### src/include/ddl_defs.svh
`ifndef DDL_DEFS_SVH
`define DDL_DEFS_SVH

// Address and data-path widths
`define DDL_ROW_BITS 13
`define DDL_DQ_WIDTH 32
`define DDL_DM_WIDTH 4

// Power-up wait after clock enable, in cycles
`define DDL_T_CKE 5

// Command to command delays, in clock cycles
`define DDL_T_RCD 3
`define DDL_T_RRD 2
`define DDL_T_RD_RD 4
`define DDL_T_WR_WR 4
`define DDL_T_RD_WR 6
`define DDL_T_WR_RD 8
`define DDL_T_RW_ACT 2
`define DDL_T_AP_ACT 10
`define DDL_T_RP 2
`define DDL_T_RFC 9
`define DDL_T_MRD 4
`define DDL_T_ZQINIT 64

// CAS write and read latencies, counted from acceptance
`define DDL_WR_LAT 4
`define DDL_RD_LAT 5

// BL8 occupies four clock cycles
`define DDL_BURST 4

`endif

### src/hdl/ddl_cmd_pkg.sv
package ddl_cmd_pkg;

  // DDR3 command encoding, bits are {RAS#, CAS#, WE#}
  typedef enum logic [2:0] {
    CMD_MODE = 3'b000,
    CMD_REFR = 3'b001,
    CMD_PREC = 3'b010,
    CMD_ACTV = 3'b011,
    CMD_WRIT = 3'b100,
    CMD_READ = 3'b101,
    CMD_ZQCL = 3'b110,
    CMD_NOOP = 3'b111
  } ddl_opcode_e;

  // Link state, named after the last command issued
  typedef enum logic [2:0] {
    ST_IDLE = 3'd0,
    ST_ACTV = 3'd1,
    ST_READ = 3'd2,
    ST_WRIT = 3'd3,
    ST_PREC = 3'd4,
    ST_REFR = 3'd5,
    ST_MODE = 3'd6,
    ST_ZQCL = 3'd7
  } ddl_state_e;

endpackage

### src/hdl/ddl_dfi_pkg.sv
`include "ddl_defs.svh"

package ddl_dfi_pkg;

  typedef logic [2:0] ddl_bank_t;

  // Row address, also carries the column and A10 on read and write
  typedef logic [`DDL_ROW_BITS-1:0] ddl_addr_t;

  typedef logic [`DDL_DQ_WIDTH-1:0] ddl_data_t;
  typedef logic [`DDL_DM_WIDTH-1:0] ddl_mask_t;

endpackage

### src/hdl/ddl_cmd_decode.sv
`timescale 1ns/1ps
`include "ddl_defs.svh"

module ddl_cmd_decode (
  input  ddl_cmd_pkg::ddl_state_e                 state_i,
  input  ddl_cmd_pkg::ddl_opcode_e                cmd_i,
  input  logic                                    auto_pre_i,
  output logic                                    legal_o,
  output ddl_cmd_pkg::ddl_state_e                 next_state_o,
  output logic [$clog2(`DDL_T_ZQINIT + 1)-1:0]    delay_o
);
  import ddl_cmd_pkg::*;

  localparam int DW = $clog2(`DDL_T_ZQINIT + 1);

  // State that a command leaves the link in, NOOP falls back to idle
  function automatic ddl_state_e cmd_state(ddl_opcode_e cmd);
    case (cmd)
      CMD_ACTV: return ST_ACTV;
      CMD_READ: return ST_READ;
      CMD_WRIT: return ST_WRIT;
      CMD_PREC: return ST_PREC;
      CMD_REFR: return ST_REFR;
      CMD_MODE: return ST_MODE;
      CMD_ZQCL: return ST_ZQCL;
      default:  return ST_IDLE;
    endcase
  endfunction

  always_comb begin
    legal_o      = 1'b1;
    next_state_o = cmd_state(cmd_i);
    delay_o      = DW'(1);
    case (state_i)
      ST_IDLE: begin
        case (cmd_i)
          CMD_ACTV: delay_o = DW'(`DDL_T_RCD);
          CMD_PREC: delay_o = DW'(`DDL_T_RP);
          CMD_REFR: delay_o = DW'(`DDL_T_RFC);
          CMD_MODE: delay_o = DW'(`DDL_T_MRD);
          CMD_ZQCL: delay_o = DW'(`DDL_T_ZQINIT);
          CMD_NOOP: delay_o = DW'(1);
          default:  legal_o = 1'b0;
        endcase
      end
      ST_ACTV: begin
        case (cmd_i)
          CMD_READ: delay_o = DW'(`DDL_T_RD_RD);
          CMD_WRIT: delay_o = DW'(`DDL_T_WR_WR);
          CMD_ACTV: delay_o = DW'(`DDL_T_RRD);
          default:  legal_o = 1'b0;
        endcase
      end
      ST_READ: begin
        case (cmd_i)
          CMD_READ: delay_o = DW'(`DDL_T_RD_RD);
          CMD_WRIT: delay_o = DW'(`DDL_T_RD_WR);
          CMD_ACTV: delay_o = DW'(`DDL_T_RW_ACT);
          default:  legal_o = 1'b0;
        endcase
      end
      ST_WRIT: begin
        case (cmd_i)
          CMD_WRIT: delay_o = DW'(`DDL_T_WR_WR);
          CMD_READ: delay_o = DW'(`DDL_T_WR_RD);
          CMD_ACTV: delay_o = DW'(`DDL_T_RW_ACT);
          default:  legal_o = 1'b0;
        endcase
      end
      ST_PREC: begin
        case (cmd_i)
          CMD_ACTV: delay_o = DW'(`DDL_T_RCD);
          CMD_REFR: delay_o = DW'(`DDL_T_RFC);
          CMD_NOOP: delay_o = DW'(`DDL_T_RP);
          default:  legal_o = 1'b0;
        endcase
      end
      ST_REFR: begin
        case (cmd_i)
          CMD_ACTV: delay_o = DW'(`DDL_T_RCD);
          CMD_REFR: delay_o = DW'(`DDL_T_RFC);
          default:  legal_o = 1'b0;
        endcase
      end
      ST_MODE: begin
        case (cmd_i)
          CMD_MODE: delay_o = DW'(`DDL_T_MRD);
          CMD_REFR: delay_o = DW'(`DDL_T_RFC);
          CMD_PREC: delay_o = DW'(`DDL_T_RP);
          CMD_ZQCL: delay_o = DW'(`DDL_T_ZQINIT);
          default:  legal_o = 1'b0;
        endcase
      end
      default: begin
        case (cmd_i)
          CMD_ACTV: delay_o = DW'(`DDL_T_RCD);
          CMD_REFR: delay_o = DW'(`DDL_T_RFC);
          CMD_PREC: delay_o = DW'(`DDL_T_RP);
          default:  legal_o = 1'b0;
        endcase
      end
    endcase

    // Auto-precharge closes the row, so the next command must be an activate
    if (legal_o && auto_pre_i && (cmd_i == CMD_READ || cmd_i == CMD_WRIT)) begin
      next_state_o = ST_IDLE;
      delay_o      = DW'(`DDL_T_AP_ACT);
    end
  end

endmodule

### src/hdl/ddl_cmd_execute.sv
`timescale 1ns/1ps
`include "ddl_defs.svh"

module ddl_cmd_execute (
  input  logic                                    clock,
  input  logic                                    reset,
  input  logic                                    cke_i,
  input  logic                                    req_i,
  input  ddl_cmd_pkg::ddl_opcode_e                cmd_i,
  input  ddl_dfi_pkg::ddl_bank_t                  ba_i,
  input  ddl_dfi_pkg::ddl_addr_t                  adr_i,
  input  logic                                    legal_i,
  input  ddl_cmd_pkg::ddl_state_e                 next_state_i,
  input  logic [$clog2(`DDL_T_ZQINIT + 1)-1:0]    delay_i,
  output ddl_cmd_pkg::ddl_state_e                 state_o,
  output logic                                    run_o,
  output logic                                    rdy_o,
  output logic                                    ras_no,
  output logic                                    cas_no,
  output logic                                    we_no,
  output ddl_dfi_pkg::ddl_bank_t                  bank_o,
  output ddl_dfi_pkg::ddl_addr_t                  addr_o,
  output logic                                    wr_start_o,
  output logic                                    rd_start_o
);
  import ddl_cmd_pkg::*;
  import ddl_dfi_pkg::*;

  localparam int CNT_W = $clog2(`DDL_T_ZQINIT + 1);

  ddl_state_e        state_q;
  logic [CNT_W-1:0]  count_q;
  logic              rdy_q;
  logic              run_q;
  ddl_opcode_e       cmd_q;
  ddl_bank_t         ba_q;
  ddl_addr_t         adr_q;
  logic              wr_start_q;
  logic              rd_start_q;
  logic              restart;
  logic              accept;

  // Dropping clock enable restarts the whole power-up sequence
  assign restart = reset | ~cke_i;
  assign accept  = req_i & rdy_q & legal_i & ~restart;

  // One counter covers the power-up wait and every command delay
  always_ff @(posedge clock) begin
    if (restart) begin
      state_q    <= ST_IDLE;
      count_q    <= CNT_W'(`DDL_T_CKE);
      rdy_q      <= 1'b0;
      run_q      <= 1'b0;
      cmd_q      <= CMD_NOOP;
      wr_start_q <= 1'b0;
      rd_start_q <= 1'b0;
    end else begin
      cmd_q      <= CMD_NOOP;
      wr_start_q <= 1'b0;
      rd_start_q <= 1'b0;
      if (!rdy_q) begin
        count_q <= count_q - 1'b1;
        if (count_q == CNT_W'(1)) begin
          rdy_q <= 1'b1;
          run_q <= 1'b1;
        end
      end else if (accept) begin
        state_q    <= next_state_i;
        count_q    <= delay_i;
        rdy_q      <= 1'b0;
        cmd_q      <= cmd_i;
        wr_start_q <= (cmd_i == CMD_WRIT);
        rd_start_q <= (cmd_i == CMD_READ);
      end
    end
  end

  // Bank and address hold until the next accepted command
  always_ff @(posedge clock) begin
    if (accept) begin
      ba_q  <= ba_i;
      adr_q <= adr_i;
    end
  end

  assign state_o    = state_q;
  assign run_o      = run_q;
  assign rdy_o      = rdy_q;
  assign ras_no     = cmd_q[2];
  assign cas_no     = cmd_q[1];
  assign we_no      = cmd_q[0];
  assign bank_o     = ba_q;
  assign addr_o     = adr_q;
  assign wr_start_o = wr_start_q;
  assign rd_start_o = rd_start_q;

endmodule

### src/hdl/ddl_burst_timer.sv
`timescale 1ns/1ps
`include "ddl_defs.svh"

module ddl_burst_timer #(
  parameter int LATENCY = 4
) (
  input  logic clock,
  input  logic reset,
  input  logic start_i,
  output logic burst_o
);

  // The issue register and the burst shifter make up the other two stages
  localparam int DEPTH = LATENCY - 2;

  logic [DEPTH-1:0]      line_q;
  logic [`DDL_BURST-1:0] burst_q;

  always_ff @(posedge clock) begin
    if (reset) begin
      line_q  <= '0;
      burst_q <= '0;
    end else begin
      line_q <= (line_q << 1) | DEPTH'(start_i);
      // A new pulse reloads the shifter, so back-to-back bursts merge
      if (line_q[DEPTH-1]) begin
        burst_q <= '1;
      end else begin
        burst_q <= burst_q >> 1;
      end
    end
  end

  assign burst_o = |burst_q;

endmodule

### src/hdl/ddr3_ddl.sv
`timescale 1ns/1ps
`include "ddl_defs.svh"

module ddr3_ddl (
  input  logic                      clock,
  input  logic                      reset,
  input  logic                      ddr_cke_i,

  // Memory controller command port
  output logic                      ctl_run_o,
  input  logic                      ctl_req_i,
  output logic                      ctl_rdy_o,
  input  ddl_cmd_pkg::ddl_opcode_e  ctl_cmd_i,
  input  ddl_dfi_pkg::ddl_bank_t    ctl_ba_i,
  input  ddl_dfi_pkg::ddl_addr_t    ctl_adr_i,

  // Write and read data paths
  input  ddl_dfi_pkg::ddl_mask_t    mem_wrmask_i,
  input  ddl_dfi_pkg::ddl_data_t    mem_wrdata_i,
  output logic                      mem_wready_o,
  output logic                      mem_rvalid_o,
  output ddl_dfi_pkg::ddl_data_t    mem_rddata_o,

  // DFI-style PHY side
  output logic                      dfi_ras_no,
  output logic                      dfi_cas_no,
  output logic                      dfi_we_no,
  output ddl_dfi_pkg::ddl_bank_t    dfi_bank_o,
  output ddl_dfi_pkg::ddl_addr_t    dfi_addr_o,
  output logic                      dfi_wstb_o,
  output logic                      dfi_wren_o,
  output ddl_dfi_pkg::ddl_mask_t    dfi_mask_o,
  output ddl_dfi_pkg::ddl_data_t    dfi_data_o,
  output logic                      dfi_rden_o,
  input  logic                      dfi_rvld_i,
  input  ddl_dfi_pkg::ddl_data_t    dfi_data_i
);
  import ddl_cmd_pkg::*;

  ddl_state_e                           state_w;
  ddl_state_e                           next_state_w;
  logic                                 legal_w;
  logic [$clog2(`DDL_T_ZQINIT + 1)-1:0] delay_w;
  logic                                 wr_start_w;
  logic                                 rd_start_w;

  ddl_cmd_decode decode0 (
    .state_i      (state_w),
    .cmd_i        (ctl_cmd_i),
    .auto_pre_i   (ctl_adr_i[10]),
    .legal_o      (legal_w),
    .next_state_o (next_state_w),
    .delay_o      (delay_w)
  );

  ddl_cmd_execute execute0 (
    .clock        (clock),
    .reset        (reset),
    .cke_i        (ddr_cke_i),
    .req_i        (ctl_req_i),
    .cmd_i        (ctl_cmd_i),
    .ba_i         (ctl_ba_i),
    .adr_i        (ctl_adr_i),
    .legal_i      (legal_w),
    .next_state_i (next_state_w),
    .delay_i      (delay_w),
    .state_o      (state_w),
    .run_o        (ctl_run_o),
    .rdy_o        (ctl_rdy_o),
    .ras_no       (dfi_ras_no),
    .cas_no       (dfi_cas_no),
    .we_no        (dfi_we_no),
    .bank_o       (dfi_bank_o),
    .addr_o       (dfi_addr_o),
    .wr_start_o   (wr_start_w),
    .rd_start_o   (rd_start_w)
  );

  ddl_burst_timer #(.LATENCY(`DDL_WR_LAT)) wr_timer (
    .clock   (clock),
    .reset   (reset | ~ddr_cke_i),
    .start_i (wr_start_w),
    .burst_o (dfi_wstb_o)
  );

  // Write enable trails the strobe by one cycle
  ddl_burst_timer #(.LATENCY(`DDL_WR_LAT + 1)) wren_timer (
    .clock   (clock),
    .reset   (reset | ~ddr_cke_i),
    .start_i (wr_start_w),
    .burst_o (dfi_wren_o)
  );

  ddl_burst_timer #(.LATENCY(`DDL_RD_LAT)) rd_timer (
    .clock   (clock),
    .reset   (reset | ~ddr_cke_i),
    .start_i (rd_start_w),
    .burst_o (dfi_rden_o)
  );

  assign mem_wready_o = dfi_wren_o;
  assign dfi_mask_o   = mem_wrmask_i;
  assign dfi_data_o   = mem_wrdata_i;
  assign mem_rvalid_o = dfi_rvld_i;
  assign mem_rddata_o = dfi_data_i;

endmodule

### config.mk
export PLATFORM = sky130hd
export DESIGN_NAME = ddr3_ddl
export DESIGN_NICKNAME = d
export VERILOG_FILES = /design/src/hdl/ddl_cmd_pkg.sv /design/src/hdl/ddl_dfi_pkg.sv /design/src/hdl/ddl_cmd_decode.sv /design/src/hdl/ddl_cmd_execute.sv /design/src/hdl/ddl_burst_timer.sv /design/src/hdl/ddr3_ddl.sv
export VERILOG_INCLUDE_DIRS = /design/src /design/src/include
export SDC_FILE = /design/constraint.sdc
export NUM_CORES = 1
export LEC_CHECK = 0
export BUFFER_PORTS_ARGS = -buffer_cell sky130_fd_sc_hd__buf_2
export CAP_MARGIN = 20
export CORE_UTILIZATION = 25
export DETAILED_ROUTE_END_ITERATION = 8
export GPL_ROUTABILITY_DRIVEN = 0
export PLACE_DENSITY_LB_ADDON = 0.3
export RECOVER_POWER = 100
export SLEW_MARGIN = 5
export SYNTH_ARGS = -nofsm -noshare
export SYNTH_HDL_FRONTEND = slang
export SYNTH_SLANG_ARGS = --single-unit
### constraint.sdc
create_clock -name clock -period 5.06 [get_ports clock]
set_input_delay 0.506 -clock clock [delete_from_list [all_inputs] [get_ports clock]]
set_output_delay 0.506 -clock clock [all_outputs]
set_load 0.02 [all_outputs]
==> out/results.ini, run 1 <==
[run_status]
run_status = complete, no violations

[clock_tree]
insertion_delay_ns = 0.30
ctsLongestPathBuffers = 2
htreeDepth = 2
numClockSinks = 50
path_clk_slew_ns = 0.09
cts_hold_buf = 0
tritoncts = yes
ctsResizeCount = 0
cts_buffers = 5
cts_root_buffer = clkbuf_8
post_cts_buffers = 0

[floorplanning]
design.core.area_um2 = 9820
io_pins = 186
chipHeight_um = 103
dieArea_um2 = 10600
start_util_pct = 25.9
fp.dieW_um = 103
placementRows = 36

[yosys]
syn-instance-count = 272
seq_area_frac_synth_pct = 45.6
synthFlopType = dfxtp_1
ys_ff_latch = 50
synth_area_per_cell_um2 = 9.36
yosys.cell_types.count = 46
synth-edff-count = 16
yosys_warnings = 0
async_flop_share_pct = 0
synth_area_um2 = 2540
syn_nets = 366

[worst_setup_path]
r2r_end = execute0.count_q[6]
r2r-start = execute0.state_o[1]
crit_path_end_kind = register
reg2reg_slack_ns = 2.18
required_ns = 5.28
startpoint_type = register
critical_path_peak_fanout = 27
critPathArrivalTime_ns = 3.10
crit_type = reg2reg
r2r_cells = 7

[timing]
rsz0062_at_grt = no
finalHoldViolations = 0
hold_ws_ns = 0.377
setup_viol = 0
relSlewSlack_pct = 39.0
fin_skew_ns = 0.00504
layout_min_cycle_time_ns = 2.88
fmax_mhz = 347
layout_setup_ws_ns = 2.18
maxSlewViolCount = 0
worst_pin_slew_ns = 0.914
fin_setup_tns_ns = 0
min_period_over_period_pct = 57.0

[global_route]
grt_first_pass_wirelength_um = 7960
grt_pass1_vias = 1479
grt.total_usage_pct = 9.91
gr-total-overflow = 0
antenna_found_initial = 0
grt_max_degree = 28

[drt]
routed_wl_um = 5430
wl_per_cell_um = 14.4
drt-pass1-iter-count = 4
ant_nets = 0
vias = 1616
via_per_inst = 4.29
drcViolationCount = 0
drt_iter0_drc = 85

[power]
vdd_drop_max_uv = 81.0
power.switching_mw = 0.156
swShare_pct = 22.8
seq_power_share_pct = 60.8
clkPwrFrac_pct = 33.7
intPower_mw = 0.530
powerDensity_nw_per_um2 = 286
pwr-share-comb_pct = 5.6
p_leak_nw = 0.853

[layout]
area_growth_pct = -5.65
antenna_cells = 0
final_nets = 337
drive_gt1_share_pct = 13.9
post-route-util_pct = 24.5

[place]
place_ws_ns = 2.04
portBuffers = 47
dpl.hpwl_um = 4200

[min_path]
hold_depth = 1
hold-path-endpoint = execute0.addr_o[8]
hold_path.class = in2reg
hp-start = ctl_adr_i[8]

[flow_run]
drv_cap = 0

-- cell usage after synthesis, drive strengths merged (3+ instances only) --
cell type	instances	share of area (%)
nor3	3	0.59
or4	5	1.5
nor2b	3	0.74
nor2	33	4.9
and3	3	0.74
or2	3	0.74
and2	9	2.2
clkbuf	8	1.2
dfxtp	34	27
nand3	9	1.8
inv	6	0.88
buf	75	22
o21ai	8	1.6
edfxtp	16	19
nand2	13	1.9
a21oi	10	2.0
-- flip-flops by register name, summed over array words and instances (netlist names), 4 cells and up --
signal / cells
execute0.addr_o: 13
execute0.count_q: 7
wren_timer.burst_q: 4
wr_timer.burst_q: 4
rd_timer.burst_q: 4
-- metal layers --
layer	share of wire [%]	track usage (%)	vias to the layer above
met5	0	0	-
met4	1.9	3.25	0
met3	12	3.66	18
met2	51	19.4	99
met1	34	9.43	715
li1	-	-	784
-- stage by stage --
stage,instances,power [mW],cell area [µm²]
after global routing,377,0.718,2400
after detailed placement,369,0.465,2350
final,377,0.686,2400
after global placement,369,0.465,2350
after floorplan,272,0.530,2540
after CTS,377,0.700,2440
-- critical path: stages, from the launching register on --
cell and delay [ns]:
dfxtp_1 0.59, or3b_2 0.20, a21o_1 0.11, nand4_1 0.14, or3_1 0.56, inv_1 0.74, o2111ai_1 0.23, a31oi_1 0.21
-- area by class of cell --
| cell class | instances | area [µm²] |
|---|---|---|
| Timing Repair Buffer | 47 | 203 |
| Clock inverter | 3 | 22.5 |
| Tap cell | 133 | 166 |
| Clock buffer | 5 | 68.8 |
| Multi-Input combinational cell | 133 | 757 |
| Inverter | 6 | 22.5 |
| Fill cell | 1092 | 7420 |
| Sequential cell | 50 | 1160 |
-- power groups by stage --
stage / registers, mW / clock network (mW) / logic, mW
final: 0.417 / 0.231 / 0.0381
after global routing: 0.417 / 0.258 / 0.0432
after CTS: 0.417 / 0.244 / 0.0386
after detailed placement: 0.426 / 0 / 0.0385
after global placement: 0.426 / 0 / 0.0388
after floorplan: 0.426 / 0 / 0.104
-- cell families (layout without fill, tap and decap cells) --
family                   Yosys count  after routing  share of synthesized area, %
multiplexers                       2              2                         0.836
adder cells (fa/ha/maj)            2              2                         0.983
flip-flops                        50             50                          45.6
buffers and inverters             89             61                          24.4
XOR/XNOR                           3              3                          1.03
AO/OA/AOI/OAI                     35             35                          9.14
AND/OR/NAND/NOR                   91             91                          17.9
-- cells in the final DEF, fill, tap and decap left out, drive strengths merged, types with 8 or more instances in the layout --
master	instances
clkbuf	31
a21oi	10
edfxtp	16
nor2	33
and2	9
o21ai	8
dfxtp	34
nand3	9
buf	21
nand2	13
inv	8
-- how the worst max path moves through the flow --
stage,from,cells after the start,endpoint
finish,execute0.state_o[1],7,execute0.count_q[6]
global route,execute0.state_o[0],7,execute0.count_q[6]
CTS,execute0.state_o[2],7,execute0.count_q[6]
detailed placement,ctl_cmd_i[0],8,execute0.count_q[6]
global placement,ctl_cmd_i[0],8,execute0.count_q[6]
floorplan,ctl_cmd_i[1],9,execute0.state_o[2]
(Power assumes the default switching activity.)
==> inputs of run 2 (changes only) <==
- clock period: 5.06 -> 3 ns (I/O delays scaled with it)
==> run 2 against run 1 <==
Hold slack lost 0.21 ns. Non-clock buffer count increased by 3. Critical path depth is 1 higher. Wire length is 2.9% higher. Total power increased by 70%. Core utilization grew 0.089 points. Die area is the same. Largest power group unchanged.
==> out/results.ini, run 2 (same netlist as run 1, synthesis figures left out) <==
[layout]
layout_commonest_cell = dfxtp_1
fillers = 1109
layout_common_cells = dfxtp_1 (34), nor2_1 (33), clkbuf_1 (28)
area_growth_pct = -5.31
antenna_cells = 0
drive_gt1_share_pct = 13.8
final_nets = 340
largest_reg_flops = 13
instances_no_fill = 380

[timing]
fin_skew_ns = 0.00592
relSlewSlack_pct = 48.2
worst_pin_slew_ns = 0.777
layout_min_cycle_time_ns = 2.48
fin_setup_tns_ns = 0
maxSlewViolCount = 0
setup_viol = 0
rsz0062_at_grt = no
fmax_mhz = 404
finalHoldViolations = 0
min_period_over_period_pct = 82.5

[worst_setup_path]
r2r_cells = 8
critical_path_peak_fanout = 23
path_delay_family = compound AO/OA/AOI/OAI gates
crit_path_end_kind = register
r2r-start = execute0.state_o[1]
required_ns = 3.23
reg2reg_slack_ns = 0.52
crit_type = reg2reg
crit_buf_inv = 2
r2r_end = execute0.state_o[1]
critPathArrivalTime_ns = 2.70
crit_chain = o21bai_1 > a2bb2oi_1 > nand4_1 > or3_1 > inv_1 > buf_4 > o211ai_1 > a21oi_1
slowest_delay_ns = 0.56
crit_slowest_cell = or3_1
startpoint_type = register

[floorplanning]
dieArea_um2 = 10600
chipHeight_um = 103
io_pins = 186
fp.dieW_um = 103
placementRows = 36
start_util_pct = 25.9
design.core.area_um2 = 9820

[clock_tree]
cts_root_buffer = clkbuf_8
insertion_delay_ns = 0.30
numClockSinks = 50
htreeDepth = 2
cts_hold_buf = 0
path_clk_slew_ns = 0.09
ctsLongestPathBuffers = 2
tritoncts = yes
post_cts_buffers = 0
ctsResizeCount = 0
cts_buffers = 5

[min_path]
hold_path.class = in2reg
hold_depth = 1
hold-path-endpoint = execute0.addr_o[2]
hp-start = ctl_adr_i[2]

[drt]
wl_per_cell_um = 14.7
drcViolationCount = 0
via_per_inst = 4.40
ant_nets = 0
routed_wl_um = 5590
drt_iter0_drc = 78
drt-pass1-iter-count = 4
vias = 1671

[global_route]
met2_usage_pct = 20.2
antenna_found_initial = 0
grt_pass1_vias = 1539
grt.busiest_layer = met2
use_met1_pct = 9.49
grt_max_degree = 24
grt_first_pass_wirelength_um = 8210
gr-total-overflow = 0
grtUsageMet3_pct = 3.86
grt.total_usage_pct = 10.3

[place]
portBuffers = 47
dpl.hpwl_um = 4310
placed_cells = 372

[power]
powerDensity_nw_per_um2 = 483
p_leak_nw = 0.864
vdd_drop_max_uv = 194

[flow_run]
drv_cap = 0

[run_status]
run_status = complete, no violations

## run 2: power by group
group,switching (mW),internal (mW),total (mW),leakage (nW)
Sequential,0.00361,0.699,0.703,0.418
Clock,0.228,0.168,0.396,0.0451
Combinational,0.0388,0.0268,0.0656,0.400
Total,0.271,0.894,1.16,0.864
## run 2: cell type report
| type | count | area (µm²) | area share [%] |
|---|---|---|---|
| flip-flops and latches | 50 | 1160 | 48.2 |
| multi-input cells | 133 | 751 | 31.2 |
| repair buffers | 50 | 218 | 9.03 |
| well taps | 133 | 166 | 6.91 |
| clock buffers | 5 | 68.8 | 2.86 |
| clock inverters | 3 | 22.5 | 0.935 |
| inverters | 6 | 22.5 | 0.935 |
## run 2: through the flow
step | cell area, µm² | worst slack [ns] | hold slack, ns | util (%) | power [mW]
2_1_floorplan | 2540 | 1.09 | 0.399 | - | 0.893
3_3_place_gp | 2370 | 0.682 | 0.415 | 24.1 | 0.788
3_5_place_dp | 2370 | 0.631 | 0.421 | 24.1 | 0.787
4_1_cts | 2460 | 0.677 | 0.156 | 25.1 | 1.19
5_1_grt | 2410 | 0.286 | 0.154 | 24.5 | 1.22
6_report | 2410 | 0.525 | 0.170 | 24.5 | 1.16
## run 2: worst max path at each step
stage | cells after the start | slack, ns | start | end
finish | 8 | 0.52 | execute0.state_o[1] | execute0.state_o[1]
floorplan | 9 | 1.09 | ctl_cmd_i[1] | execute0.state_o[2]
CTS | 8 | 0.68 | execute0.state_o[0] | execute0.state_o[1]
detailed placement | 9 | 0.63 | ctl_cmd_i[0] | execute0.state_o[1]
global placement | 7 | 0.68 | ctl_cmd_i[0] | execute0.addr_o[6]
global route | 8 | 0.29 | execute0.state_o[0] | execute0.state_o[1]
## run 2: metal layers
layer	vias up	wire length, µm
li1	794	-
met1	752	1880
met2	102	2880
met3	23	662
met4	0	176
met5	-	0
## run 2: worst reg2reg max path: stages, from the launching register on
cell	delay, ns
dfxtp_1	0.44
o21bai_1	0.26
a2bb2oi_1	0.20
nand4_1	0.15
or3_1	0.56
inv_1	0.22
buf_4	0.31
o211ai_1	0.14
a21oi_1	0.13
